**src/rtl/obi_xbar_pkg.sv**
```systemverilog
/* OBI crossbar package with the bus widths, the bank count, the fixed address map
   and the request operation type */
package obi_xbar_pkg;

  localparam int unsigned NumMasters   = 2;
  localparam int unsigned NumBanks     = 2;
  localparam int unsigned BankIdxWidth = (NumBanks > 1) ? $clog2(NumBanks) : 1;
  localparam int unsigned MstIdxWidth  = (NumMasters > 1) ? $clog2(NumMasters) : 1;

  localparam int unsigned AddrWidth = 32;
  localparam int unsigned DataWidth = 32;
  localparam int unsigned BeWidth   = DataWidth / 8;
  localparam int unsigned IdWidth   = 4;

  // Each bank covers BankWords words starting at its base byte address
  localparam int unsigned BankWords     = 256;
  localparam int unsigned BankBytes     = BankWords * BeWidth;
  localparam int unsigned WordAddrWidth = $clog2(BankWords);
  localparam int unsigned ByteOffset    = $clog2(BeWidth);
  localparam logic [NumBanks-1:0][AddrWidth-1:0] BankBase = {32'h0000_0400, 32'h0000_0000};

  // Outstanding limit per demux, also the depth of every mux route FIFO
  localparam int unsigned MaxTrans = 4;
  localparam int unsigned CntWidth = $clog2(MaxTrans + 1);
  localparam int unsigned PtrWidth = (MaxTrans > 1) ? $clog2(MaxTrans) : 1;

  typedef enum logic {
    OP_READ  = 1'b0,
    OP_WRITE = 1'b1
  } obi_op_e;

endpackage

```
**src/rtl/obi_addr_decode.sv**
```systemverilog
`timescale 1ns/1ps
/* Address decoder that maps a master address onto a bank index
   and flags addresses that fall outside every bank */
module obi_addr_decode (
  input  logic [obi_xbar_pkg::AddrWidth-1:0]    addr_i,
  output logic [obi_xbar_pkg::BankIdxWidth-1:0] idx_o,
  output logic                                  dec_error_o
);
  import obi_xbar_pkg::*;

  // Unmapped addresses fall back to index 0 with the error flag raised
  always_comb begin
    idx_o       = '0;
    dec_error_o = 1'b1;
    for (int unsigned b = 0; b < NumBanks; b++) begin
      if (addr_i >= BankBase[b] && addr_i < BankBase[b] + BankBytes) begin
        idx_o       = b[BankIdxWidth-1:0];
        dec_error_o = 1'b0;
      end
    end
  end

endmodule

```
**src/rtl/obi_demux.sv**
```systemverilog
`timescale 1ns/1ps
/* OBI demultiplexer that steers one master onto a bank, keeps responses in order
   and answers unmapped addresses itself with an error */
module obi_demux (
  input  logic                                  clk_i,
  input  logic                                  reset_i,
  input  logic                                  req_i,
  input  logic [obi_xbar_pkg::AddrWidth-1:0]    addr_i,
  input  obi_xbar_pkg::obi_op_e                 op_i,
  input  logic [obi_xbar_pkg::BeWidth-1:0]      be_i,
  input  logic [obi_xbar_pkg::DataWidth-1:0]    wdata_i,
  input  logic [obi_xbar_pkg::IdWidth-1:0]      aid_i,
  input  logic [obi_xbar_pkg::BankIdxWidth-1:0] select_i,
  input  logic                                  dec_error_i,
  output logic                                  gnt_o,
  output logic                                  rvalid_o,
  output logic [obi_xbar_pkg::DataWidth-1:0]    rdata_o,
  output logic                                  err_o,
  output logic [obi_xbar_pkg::IdWidth-1:0]      rid_o,

  output logic [obi_xbar_pkg::NumBanks-1:0]                              bank_req_o,
  output logic [obi_xbar_pkg::NumBanks-1:0][obi_xbar_pkg::AddrWidth-1:0] bank_addr_o,
  output obi_xbar_pkg::obi_op_e [obi_xbar_pkg::NumBanks-1:0]             bank_op_o,
  output logic [obi_xbar_pkg::NumBanks-1:0][obi_xbar_pkg::BeWidth-1:0]   bank_be_o,
  output logic [obi_xbar_pkg::NumBanks-1:0][obi_xbar_pkg::DataWidth-1:0] bank_wdata_o,
  output logic [obi_xbar_pkg::NumBanks-1:0][obi_xbar_pkg::IdWidth-1:0]   bank_aid_o,
  input  logic [obi_xbar_pkg::NumBanks-1:0]                              bank_gnt_i,
  input  logic [obi_xbar_pkg::NumBanks-1:0]                              bank_rvalid_i,
  input  logic [obi_xbar_pkg::NumBanks-1:0][obi_xbar_pkg::DataWidth-1:0] bank_rdata_i,
  input  logic [obi_xbar_pkg::NumBanks-1:0]                              bank_err_i,
  input  logic [obi_xbar_pkg::NumBanks-1:0][obi_xbar_pkg::IdWidth-1:0]   bank_rid_i
);
  import obi_xbar_pkg::*;

  logic [CntWidth-1:0]     cnt_q;
  logic [BankIdxWidth-1:0] tgt_idx_q;
  logic                    tgt_err_q;
  logic                    err_valid_q;
  logic [IdWidth-1:0]      err_rid_q;
  logic                    same_tgt;
  logic                    can_issue;
  logic                    accept;

  // A new target is only allowed once everything in flight has returned
  assign same_tgt  = (cnt_q == '0) ||
                     (tgt_err_q ? dec_error_i : (!dec_error_i && tgt_idx_q == select_i));
  assign can_issue = same_tgt && (cnt_q != CntWidth'(MaxTrans));

  always_comb begin
    for (int unsigned b = 0; b < NumBanks; b++) begin
      bank_req_o[b]   = req_i && can_issue && !dec_error_i && (select_i == b);
      bank_addr_o[b]  = addr_i;
      bank_op_o[b]    = op_i;
      bank_be_o[b]    = be_i;
      bank_wdata_o[b] = wdata_i;
      bank_aid_o[b]   = aid_i;
    end
  end

  // The local error responder takes every unmapped request straight away
  assign gnt_o  = req_i && can_issue && (dec_error_i || bank_gnt_i[select_i]);
  assign accept = req_i && gnt_o;

  // Only the locked target can have a response pending
  assign rvalid_o = tgt_err_q ? err_valid_q : bank_rvalid_i[tgt_idx_q];
  assign rdata_o  = tgt_err_q ? '0 : bank_rdata_i[tgt_idx_q];
  assign err_o    = tgt_err_q || bank_err_i[tgt_idx_q];
  assign rid_o    = tgt_err_q ? err_rid_q : bank_rid_i[tgt_idx_q];

  always_ff @(posedge clk_i) begin
    if (reset_i) begin
      cnt_q       <= '0;
      tgt_idx_q   <= '0;
      tgt_err_q   <= 1'b0;
      err_valid_q <= 1'b0;
    end else begin
      cnt_q       <= cnt_q + CntWidth'(accept) - CntWidth'(rvalid_o);
      err_valid_q <= accept && dec_error_i;
      if (accept) begin
        tgt_idx_q <= select_i;
        tgt_err_q <= dec_error_i;
      end
    end
  end

  always_ff @(posedge clk_i) begin
    if (accept && dec_error_i) begin
      err_rid_q <= aid_i;
    end
  end

  a_cnt_limit: assert property (@(posedge clk_i) disable iff (reset_i)
    cnt_q <= CntWidth'(MaxTrans));
  a_no_stray_rvalid: assert property (@(posedge clk_i) disable iff (reset_i)
    rvalid_o |-> cnt_q != '0);

endmodule

```
**src/rtl/obi_mux.sv**
```systemverilog
`timescale 1ns/1ps
/* OBI multiplexer in front of one bank that arbitrates the masters round robin
   and sends each response back to the master that issued the request */
module obi_mux (
  input  logic clk_i,
  input  logic reset_i,

  input  logic [obi_xbar_pkg::NumMasters-1:0]                              req_i,
  input  logic [obi_xbar_pkg::NumMasters-1:0][obi_xbar_pkg::AddrWidth-1:0] addr_i,
  input  obi_xbar_pkg::obi_op_e [obi_xbar_pkg::NumMasters-1:0]             op_i,
  input  logic [obi_xbar_pkg::NumMasters-1:0][obi_xbar_pkg::BeWidth-1:0]   be_i,
  input  logic [obi_xbar_pkg::NumMasters-1:0][obi_xbar_pkg::DataWidth-1:0] wdata_i,
  input  logic [obi_xbar_pkg::NumMasters-1:0][obi_xbar_pkg::IdWidth-1:0]   aid_i,
  output logic [obi_xbar_pkg::NumMasters-1:0]                              gnt_o,
  output logic [obi_xbar_pkg::NumMasters-1:0]                              rvalid_o,
  output logic [obi_xbar_pkg::NumMasters-1:0][obi_xbar_pkg::DataWidth-1:0] rdata_o,
  output logic [obi_xbar_pkg::NumMasters-1:0]                              err_o,
  output logic [obi_xbar_pkg::NumMasters-1:0][obi_xbar_pkg::IdWidth-1:0]   rid_o,

  output logic                               bank_req_o,
  output logic [obi_xbar_pkg::AddrWidth-1:0] bank_addr_o,
  output obi_xbar_pkg::obi_op_e              bank_op_o,
  output logic [obi_xbar_pkg::BeWidth-1:0]   bank_be_o,
  output logic [obi_xbar_pkg::DataWidth-1:0] bank_wdata_o,
  output logic [obi_xbar_pkg::IdWidth-1:0]   bank_aid_o,
  input  logic                               bank_gnt_i,
  input  logic                               bank_rvalid_i,
  input  logic [obi_xbar_pkg::DataWidth-1:0] bank_rdata_i,
  input  logic                               bank_err_i,
  input  logic [obi_xbar_pkg::IdWidth-1:0]   bank_rid_i
);
  import obi_xbar_pkg::*;

  logic [MstIdxWidth-1:0] sel;
  logic [MstIdxWidth-1:0] rr_q;
  logic                   accept;
  logic [MstIdxWidth-1:0] fifo_mem [MaxTrans];
  logic [PtrWidth-1:0]    wr_ptr_q;
  logic [PtrWidth-1:0]    rd_ptr_q;
  logic [CntWidth-1:0]    fifo_cnt_q;
  logic                   fifo_full;
  logic                   fifo_empty;

  // Scan downwards so the requester closest to the pointer wins
  always_comb begin
    int unsigned cand;
    sel = rr_q;
    for (int k = NumMasters - 1; k >= 0; k--) begin
      cand = (int'(rr_q) + k) % NumMasters;
      if (req_i[cand]) begin
        sel = cand[MstIdxWidth-1:0];
      end
    end
  end

  assign fifo_full  = (fifo_cnt_q == CntWidth'(MaxTrans));
  assign fifo_empty = (fifo_cnt_q == '0);

  // Requests are held back while no route entry is free
  assign bank_req_o   = (|req_i) && !fifo_full;
  assign bank_addr_o  = addr_i[sel];
  assign bank_op_o    = op_i[sel];
  assign bank_be_o    = be_i[sel];
  assign bank_wdata_o = wdata_i[sel];
  assign bank_aid_o   = aid_i[sel];
  assign accept       = bank_req_o && bank_gnt_i;

  // The head of the route FIFO names the master owed the current response
  always_comb begin
    for (int unsigned m = 0; m < NumMasters; m++) begin
      gnt_o[m]    = accept && (sel == m);
      rvalid_o[m] = bank_rvalid_i && (fifo_mem[rd_ptr_q] == m);
      rdata_o[m]  = bank_rdata_i;
      err_o[m]    = bank_err_i;
      rid_o[m]    = bank_rid_i;
    end
  end

  always_ff @(posedge clk_i) begin
    if (reset_i) begin
      rr_q       <= '0;
      wr_ptr_q   <= '0;
      rd_ptr_q   <= '0;
      fifo_cnt_q <= '0;
    end else begin
      fifo_cnt_q <= fifo_cnt_q + CntWidth'(accept) - CntWidth'(bank_rvalid_i);
      if (accept) begin
        rr_q     <= MstIdxWidth'((int'(sel) + 1) % NumMasters);
        wr_ptr_q <= (wr_ptr_q == PtrWidth'(MaxTrans - 1)) ? '0 : wr_ptr_q + 1'b1;
      end
      if (bank_rvalid_i) begin
        rd_ptr_q <= (rd_ptr_q == PtrWidth'(MaxTrans - 1)) ? '0 : rd_ptr_q + 1'b1;
      end
    end
  end

  always_ff @(posedge clk_i) begin
    if (accept) begin
      fifo_mem[wr_ptr_q] <= sel;
    end
  end

  a_no_overflow: assert property (@(posedge clk_i) disable iff (reset_i)
    fifo_cnt_q <= CntWidth'(MaxTrans));
  a_no_rvalid_empty: assert property (@(posedge clk_i) disable iff (reset_i)
    bank_rvalid_i |-> !fifo_empty);

endmodule

```
**src/rtl/obi_xbar.sv**
```systemverilog
`timescale 1ns/1ps
/* OBI crossbar with a decoder and demux per master and a round-robin mux per bank */
module obi_xbar (
  input  logic clk_i,
  input  logic reset_i,

  input  logic [obi_xbar_pkg::NumMasters-1:0]                              m_req_i,
  input  logic [obi_xbar_pkg::NumMasters-1:0][obi_xbar_pkg::AddrWidth-1:0] m_addr_i,
  input  obi_xbar_pkg::obi_op_e [obi_xbar_pkg::NumMasters-1:0]             m_op_i,
  input  logic [obi_xbar_pkg::NumMasters-1:0][obi_xbar_pkg::BeWidth-1:0]   m_be_i,
  input  logic [obi_xbar_pkg::NumMasters-1:0][obi_xbar_pkg::DataWidth-1:0] m_wdata_i,
  input  logic [obi_xbar_pkg::NumMasters-1:0][obi_xbar_pkg::IdWidth-1:0]   m_aid_i,
  output logic [obi_xbar_pkg::NumMasters-1:0]                              m_gnt_o,
  output logic [obi_xbar_pkg::NumMasters-1:0]                              m_rvalid_o,
  output logic [obi_xbar_pkg::NumMasters-1:0][obi_xbar_pkg::DataWidth-1:0] m_rdata_o,
  output logic [obi_xbar_pkg::NumMasters-1:0]                              m_err_o,
  output logic [obi_xbar_pkg::NumMasters-1:0][obi_xbar_pkg::IdWidth-1:0]   m_rid_o,

  output logic [obi_xbar_pkg::NumBanks-1:0]                              b_req_o,
  output logic [obi_xbar_pkg::NumBanks-1:0][obi_xbar_pkg::AddrWidth-1:0] b_addr_o,
  output obi_xbar_pkg::obi_op_e [obi_xbar_pkg::NumBanks-1:0]             b_op_o,
  output logic [obi_xbar_pkg::NumBanks-1:0][obi_xbar_pkg::BeWidth-1:0]   b_be_o,
  output logic [obi_xbar_pkg::NumBanks-1:0][obi_xbar_pkg::DataWidth-1:0] b_wdata_o,
  output logic [obi_xbar_pkg::NumBanks-1:0][obi_xbar_pkg::IdWidth-1:0]   b_aid_o,
  input  logic [obi_xbar_pkg::NumBanks-1:0]                              b_gnt_i,
  input  logic [obi_xbar_pkg::NumBanks-1:0]                              b_rvalid_i,
  input  logic [obi_xbar_pkg::NumBanks-1:0][obi_xbar_pkg::DataWidth-1:0] b_rdata_i,
  input  logic [obi_xbar_pkg::NumBanks-1:0]                              b_err_i,
  input  logic [obi_xbar_pkg::NumBanks-1:0][obi_xbar_pkg::IdWidth-1:0]   b_rid_i
);
  import obi_xbar_pkg::*;

  logic [NumMasters-1:0][BankIdxWidth-1:0] select;
  logic [NumMasters-1:0]                   dec_error;

  // Demux side is indexed master first, mux side bank first
  logic    [NumMasters-1:0][NumBanks-1:0]                dm_req, dm_gnt, dm_rvalid, dm_err;
  logic    [NumMasters-1:0][NumBanks-1:0][AddrWidth-1:0] dm_addr;
  obi_op_e [NumMasters-1:0][NumBanks-1:0]                dm_op;
  logic    [NumMasters-1:0][NumBanks-1:0][BeWidth-1:0]   dm_be;
  logic    [NumMasters-1:0][NumBanks-1:0][DataWidth-1:0] dm_wdata, dm_rdata;
  logic    [NumMasters-1:0][NumBanks-1:0][IdWidth-1:0]   dm_aid, dm_rid;

  logic    [NumBanks-1:0][NumMasters-1:0]                mx_req, mx_gnt, mx_rvalid, mx_err;
  logic    [NumBanks-1:0][NumMasters-1:0][AddrWidth-1:0] mx_addr;
  obi_op_e [NumBanks-1:0][NumMasters-1:0]                mx_op;
  logic    [NumBanks-1:0][NumMasters-1:0][BeWidth-1:0]   mx_be;
  logic    [NumBanks-1:0][NumMasters-1:0][DataWidth-1:0] mx_wdata, mx_rdata;
  logic    [NumBanks-1:0][NumMasters-1:0][IdWidth-1:0]   mx_aid, mx_rid;

  for (genvar m = 0; m < NumMasters; m++) begin : g_master
    obi_addr_decode i_addr_decode (
      .addr_i      ( m_addr_i[m]  ),
      .idx_o       ( select[m]    ),
      .dec_error_o ( dec_error[m] )
    );

    obi_demux i_demux (
      .clk_i, .reset_i,
      .req_i ( m_req_i[m] ), .addr_i ( m_addr_i[m] ), .op_i ( m_op_i[m] ),
      .be_i ( m_be_i[m] ), .wdata_i ( m_wdata_i[m] ), .aid_i ( m_aid_i[m] ),
      .select_i ( select[m] ), .dec_error_i ( dec_error[m] ),
      .gnt_o ( m_gnt_o[m] ), .rvalid_o ( m_rvalid_o[m] ), .rdata_o ( m_rdata_o[m] ),
      .err_o ( m_err_o[m] ), .rid_o ( m_rid_o[m] ),
      .bank_req_o ( dm_req[m] ), .bank_addr_o ( dm_addr[m] ), .bank_op_o ( dm_op[m] ),
      .bank_be_o ( dm_be[m] ), .bank_wdata_o ( dm_wdata[m] ), .bank_aid_o ( dm_aid[m] ),
      .bank_gnt_i ( dm_gnt[m] ), .bank_rvalid_i ( dm_rvalid[m] ),
      .bank_rdata_i ( dm_rdata[m] ), .bank_err_i ( dm_err[m] ), .bank_rid_i ( dm_rid[m] )
    );

    for (genvar b = 0; b < NumBanks; b++) begin : g_transpose
      assign mx_req[b][m]    = dm_req[m][b];
      assign mx_addr[b][m]   = dm_addr[m][b];
      assign mx_op[b][m]     = dm_op[m][b];
      assign mx_be[b][m]     = dm_be[m][b];
      assign mx_wdata[b][m]  = dm_wdata[m][b];
      assign mx_aid[b][m]    = dm_aid[m][b];
      assign dm_gnt[m][b]    = mx_gnt[b][m];
      assign dm_rvalid[m][b] = mx_rvalid[b][m];
      assign dm_rdata[m][b]  = mx_rdata[b][m];
      assign dm_err[m][b]    = mx_err[b][m];
      assign dm_rid[m][b]    = mx_rid[b][m];
    end
  end

  for (genvar b = 0; b < NumBanks; b++) begin : g_bank
    obi_mux i_mux (
      .clk_i, .reset_i,
      .req_i ( mx_req[b] ), .addr_i ( mx_addr[b] ), .op_i ( mx_op[b] ),
      .be_i ( mx_be[b] ), .wdata_i ( mx_wdata[b] ), .aid_i ( mx_aid[b] ),
      .gnt_o ( mx_gnt[b] ), .rvalid_o ( mx_rvalid[b] ), .rdata_o ( mx_rdata[b] ),
      .err_o ( mx_err[b] ), .rid_o ( mx_rid[b] ),
      .bank_req_o ( b_req_o[b] ), .bank_addr_o ( b_addr_o[b] ), .bank_op_o ( b_op_o[b] ),
      .bank_be_o ( b_be_o[b] ), .bank_wdata_o ( b_wdata_o[b] ), .bank_aid_o ( b_aid_o[b] ),
      .bank_gnt_i ( b_gnt_i[b] ), .bank_rvalid_i ( b_rvalid_i[b] ),
      .bank_rdata_i ( b_rdata_i[b] ), .bank_err_i ( b_err_i[b] ), .bank_rid_i ( b_rid_i[b] )
    );
  end

endmodule

```
**config.mk**
```make
export PLATFORM = sky130hd
export DESIGN_NAME = obi_xbar
export DESIGN_NICKNAME = d
export VERILOG_FILES = /design/src/rtl/obi_xbar_pkg.sv /design/src/rtl/obi_addr_decode.sv /design/src/rtl/obi_demux.sv /design/src/rtl/obi_mux.sv /design/src/rtl/obi_xbar.sv
export SDC_FILE = /design/constraint.sdc
export NUM_CORES = 1
export LEC_CHECK = 0
export BUFFER_PORTS_ARGS = -buffer_cell sky130_fd_sc_hd__buf_2
export CAP_MARGIN = 10
export CELL_PAD_IN_SITES_DETAIL_PLACEMENT = 1
export CELL_PAD_IN_SITES_GLOBAL_PLACEMENT = 2
export CORE_AREA = 2 2 179 181
export DETAILED_ROUTE_END_ITERATION = 10
export DIE_AREA = 0 0 181 183
export PLACE_DENSITY = 0.86
export SLEW_MARGIN = 20
export SYNTH_ARGS = -nofsm -noshare
export SYNTH_HDL_FRONTEND = slang
export SYNTH_SLANG_ARGS = --single-unit
```
**constraint.sdc**
```tcl
create_clock -name clk_i -period 3.1 [get_ports clk_i]
set_clock_uncertainty 0.2 [all_clocks]
set_input_delay 0.155 -clock clk_i [delete_from_list [all_inputs] [get_ports clk_i]]
set_output_delay 0.155 -clock clk_i [all_outputs]
set_load 0.01 [all_outputs]
```
==> results.txt <==
The flow ran to the end, but the final reports show violations. The final reports fail on negative setup slack. The async set-or-reset flop fraction in the synthesized netlist came out at 0%. Setup repair after global routing could not meet its margin everywhere. The cell count after placement is around 1,500.

By instance count, the leading cell after synthesis is nor2_1. After legalization and detailed placement, the total HPWL measured 23.4 mm. The area share of the largest cell type after synthesis came out at roughly 18%. At the pin with the least slew margin, the transition time is 724 ps. The residual overflow from global routing is 0. The number of violations reported at the end of detailed-routing iteration 0 is 250.

The CTS H-tree depth is 2. Synthesis inferred between 40 and 50 register bits. Buffers placed on the I/O ports in this run total roughly 450. The worst-case IR drop observed on VDD is 0.000194 V. The min-delay analysis places its worst path in the category in2reg. The fmax is roughly 320 MHz. At the end of the flow the core is filled with cells to 34.8%. Each instance of the synthesized netlist takes up on average a little under 10 µm².

The critical path endpoint category is an output pin. The area of the die is ~33,000 µm². The global router's overall resource usage is 16.2%.

The post-synthesis mux area share came out at roughly 47%. The mean number of vias per cell is 4.58. The insertion delay of the later-clocked pin in the worst-skew pair came out at 300 ps. The number of synthesis warnings is 0. The largest buffer count on any clock path is 2.

The maximum number of pins on one net before global-route repair came out at 44. Summing internal, switching and leakage power gives ~3.5 mW. Once detail routing completed, the nets flagged for antenna violations numbered 0. The final count of hold timing violations came out at 0. Among all flip-flop cells after synthesis, the most frequent one is dfxtp_1. The count of maximum capacitance violations is 0. The number of max-slew violations in the final report came out at 0. The number of vias in the routed layout is between 6,000 and 7,000. Once the floorplan was initialized, standard cells occupied 18.7% of the core. Clock-pin slew was measured on the worst setup and hold paths at around 70 ps. The area growth from synthesis to final layout is 86.1%. TritonCTS built the clock tree. By area the synthesized netlist is led by mux2_4, mux2_2, mux2i_1.

The filler cell count in the final layout came out at between 3,000 and 4,000. The number of synthesized flops with an enable pin came out at 16. The wire length of the first global-routing pass is 41.7 mm. The number of nets in the layout is 1,372. In the synthesized netlist, the cells that appear most often are nor2_1, mux2i_1, mux2_2. The placement row count is between 60 and 70. The share of cells above drive strength 1 came out at 66.4%. The routed length per instance is ~21 µm.

The area fraction in and, or, nand and nor cells after synthesis came out at between 10 and 15%. The startpoint type of the worst setup path is a flip-flop. Counting every net in the synthesized netlist gives 856. Counting every sink on the clock net gives 48. The detailed-router iteration count before antenna repair came out at 4. The worst-case setup slack after placement came out at -264 ps. The critical path data required time is between 2000 and 3000 ps.

The static leakage power is 5.08 nW. TritonCTS created 5 clock buffers. The power density relative to cell area is ~320 nW/µm². The count of mapped cells out of synthesis is about 610.

The CTS root buffer is clkbuf_16. The final worst setup slack is -24.8 ps. The combinational family with the most area after synthesis is multiplexers. Final hold analysis gives a worst-case slack of around 26 ps. The top-level port count is 454. The fraction of the cycle the final worst path needs is 101%.

Excluding fillers, the count of instances in the completed layout stands at between 1,500 and 2,000. The number of antenna violations at the first check in global routing was 3. The share of the synthesized netlist area taken by xor and xnor gates is under 10%. The adder and majority gate portion of the synthesized area is about 5.4%.

In this run the horizontal extent of the chip is between 150 and 200 µm. The largest total area in the synthesized netlist belongs to mux2_4. The area fraction in compound gates after synthesis is 4.99%. Data on the critical path arrives at its endpoint at 2770 ps. The final setup violation count came out at 9. The sequential element share of the synthesized area came out at 19.2%.

The final weighted congestion in routability-driven placement came out at 0.909. The y dimension of the die is 183 µm. The largest driver fanout on the critical path is 7. The via count of the first global-routing pass came out at ~7,200.

Subtracting the final worst setup slack from the clock period gives about 3100 ps. By startpoint and endpoint, the worst setup path is classified as reg2out. The remaining routing DRC violations came out at 0.

The cell area after technology mapping is approximately 5800 µm². Summed over all layers, the routed wires come to about 32 mm. The number of library cell types mapped by synthesis came out at 52. The max-slew headroom at the worst pin came out at slightly above 50%. The core outline area came out at between 30,000 and 40,000 µm².
==> cells by family after synthesis <==
logic type | after synthesis
mux | 228
simple gates | 177
flops | 48
compound gates | 44
fa+ha+maj | 23
xor+xnor | 9
buf+inv | 77
==> layout by cell type (no fill, tap or decap), types with 6 or more instances in the layout <==
master / netlist / final
a21oi_1: 10 / 8
and2_1: 8 / 8
buf_12: 0 / 11
buf_2: 2 / 325
buf_4: 11 / 61
buf_6: 14 / 133
buf_8: 0 / 13
clkbuf_16: 0 / 10
dfxtp_1: 32 / 22
dfxtp_2: 0 / 9
dlygate4sd3_1: 0 / 8
edfxtp_1: 16 / 16
ha_1: 18 / 17
inv_1: 27 / 27
mux2_2: 77 / 9
mux2_4: 69 / 138
mux2i_1: 79 / 79
nand2_1: 17 / 17
nand3_1: 6 / 6
nor2_1: 88 / 87
nor2b_1: 15 / 15
nor3_1: 8 / 7
nor4_1: 15 / 9
o21ai_0: 15 / 13
xnor2_1: 9 / 6
==> worst paths after layout <==
kind	startpoint	endpoint	slack, ps	cells past startpoint
min reg2reg	g_master[0].i_demux.tgt_idx_q	g_master[0].i_demux.tgt_idx_q	320	2
min	b_rvalid_i[0]	g_bank[0].i_mux.rd_ptr_q[1]	30	3
max reg2reg	g_master[0].i_demux.cnt_q[0]	g_bank[1].i_mux.fifo_cnt_q[2]	30	14
max	g_master[0].i_demux.cnt_q[2]	b_wdata_o[24]	-20	10
==> what timing repair did <==
| action | CTS | global route |
|---|---|---|
| endpoints found under the setup margin | 83 | 124 |
| hold buffers | 8 | 0 |
| cloned | 3 | 6 |
| setup buffers | 7 | 7 |
| pin swaps | 6 | 10 |
| resized for setup | 26 | 286 |
| hold endpoints to repair | 8 | 0 |
==> worst max-delay path: stages (launching register included) <==
cell and delay, ps:
dfxtp_2 330, nor3_2 170, buf_4 130, buf_4 100, a21oi_2 50, or4_4 470, maj3_4 410, buf_12 190
buf_12 150, mux2_4 330, buf_6 130
==> per-stage QoR <==
step	instance area (µm²)	setup TNS, ps
floorplan	5860	0
global placement	8920	-464
detailed placement	8920	-1190
CTS	9390	0
global route	10900	-6590
finish	10900	-138
==> report_power, final <==
group	switching, mW	internal [mW]	total, mW
combinational	1.06	1.03	2.10
clock	0.259	0.299	0.559
sequential	0.0724	0.764	0.837
total	1.40	2.10	3.49
==> flip-flops by register name, summed over array words and instances, names as in the netlist, named ones only <==
signal and count:
g_bank.i_mux.fifo_cnt_q 6, g_bank.i_mux.fifo_mem 8, g_bank.i_mux.rd_ptr_q 4, g_bank.i_mux.rr_q 2, g_bank.i_mux.wr_ptr_q 4, g_master.i_demux.cnt_q 6, g_master.i_demux.err_rid_q 8, g_master.i_demux.err_valid_q 2
g_master.i_demux.tgt_err_q 2, g_master.i_demux.tgt_idx_q 2
==> metal layers <==
metal | GRT usage [%] | vias up | wire, µm
met5 | 0 | - | 0
li1 | - | 3202 | -
met2 | 29.4 | 367 | 16400
met1 | 19.0 | 3376 | 12400
met4 | 4.16 | 0 | 700
met3 | 4.05 | 51 | 2550
==> cell type report <==
| type | instances | area (µm²) | area share (%) |
|---|---|---|---|
| Antenna cell | 3 | 7.51 | 0.0690 |
| Tap cell | 402 | 503 | 4.62 |
| Clock inverter | 2 | 12.5 | 0.115 |
| Sequential cell | 48 | 1140 | 10.4 |
| Multi-Input combinational cell | 481 | 4700 | 43.2 |
| Clock buffer | 6 | 129 | 1.18 |
| Timing Repair Buffer | 559 | 4290 | 39.4 |
| Inverter | 27 | 101 | 0.931 |
(Power assumes the default switching activity.)
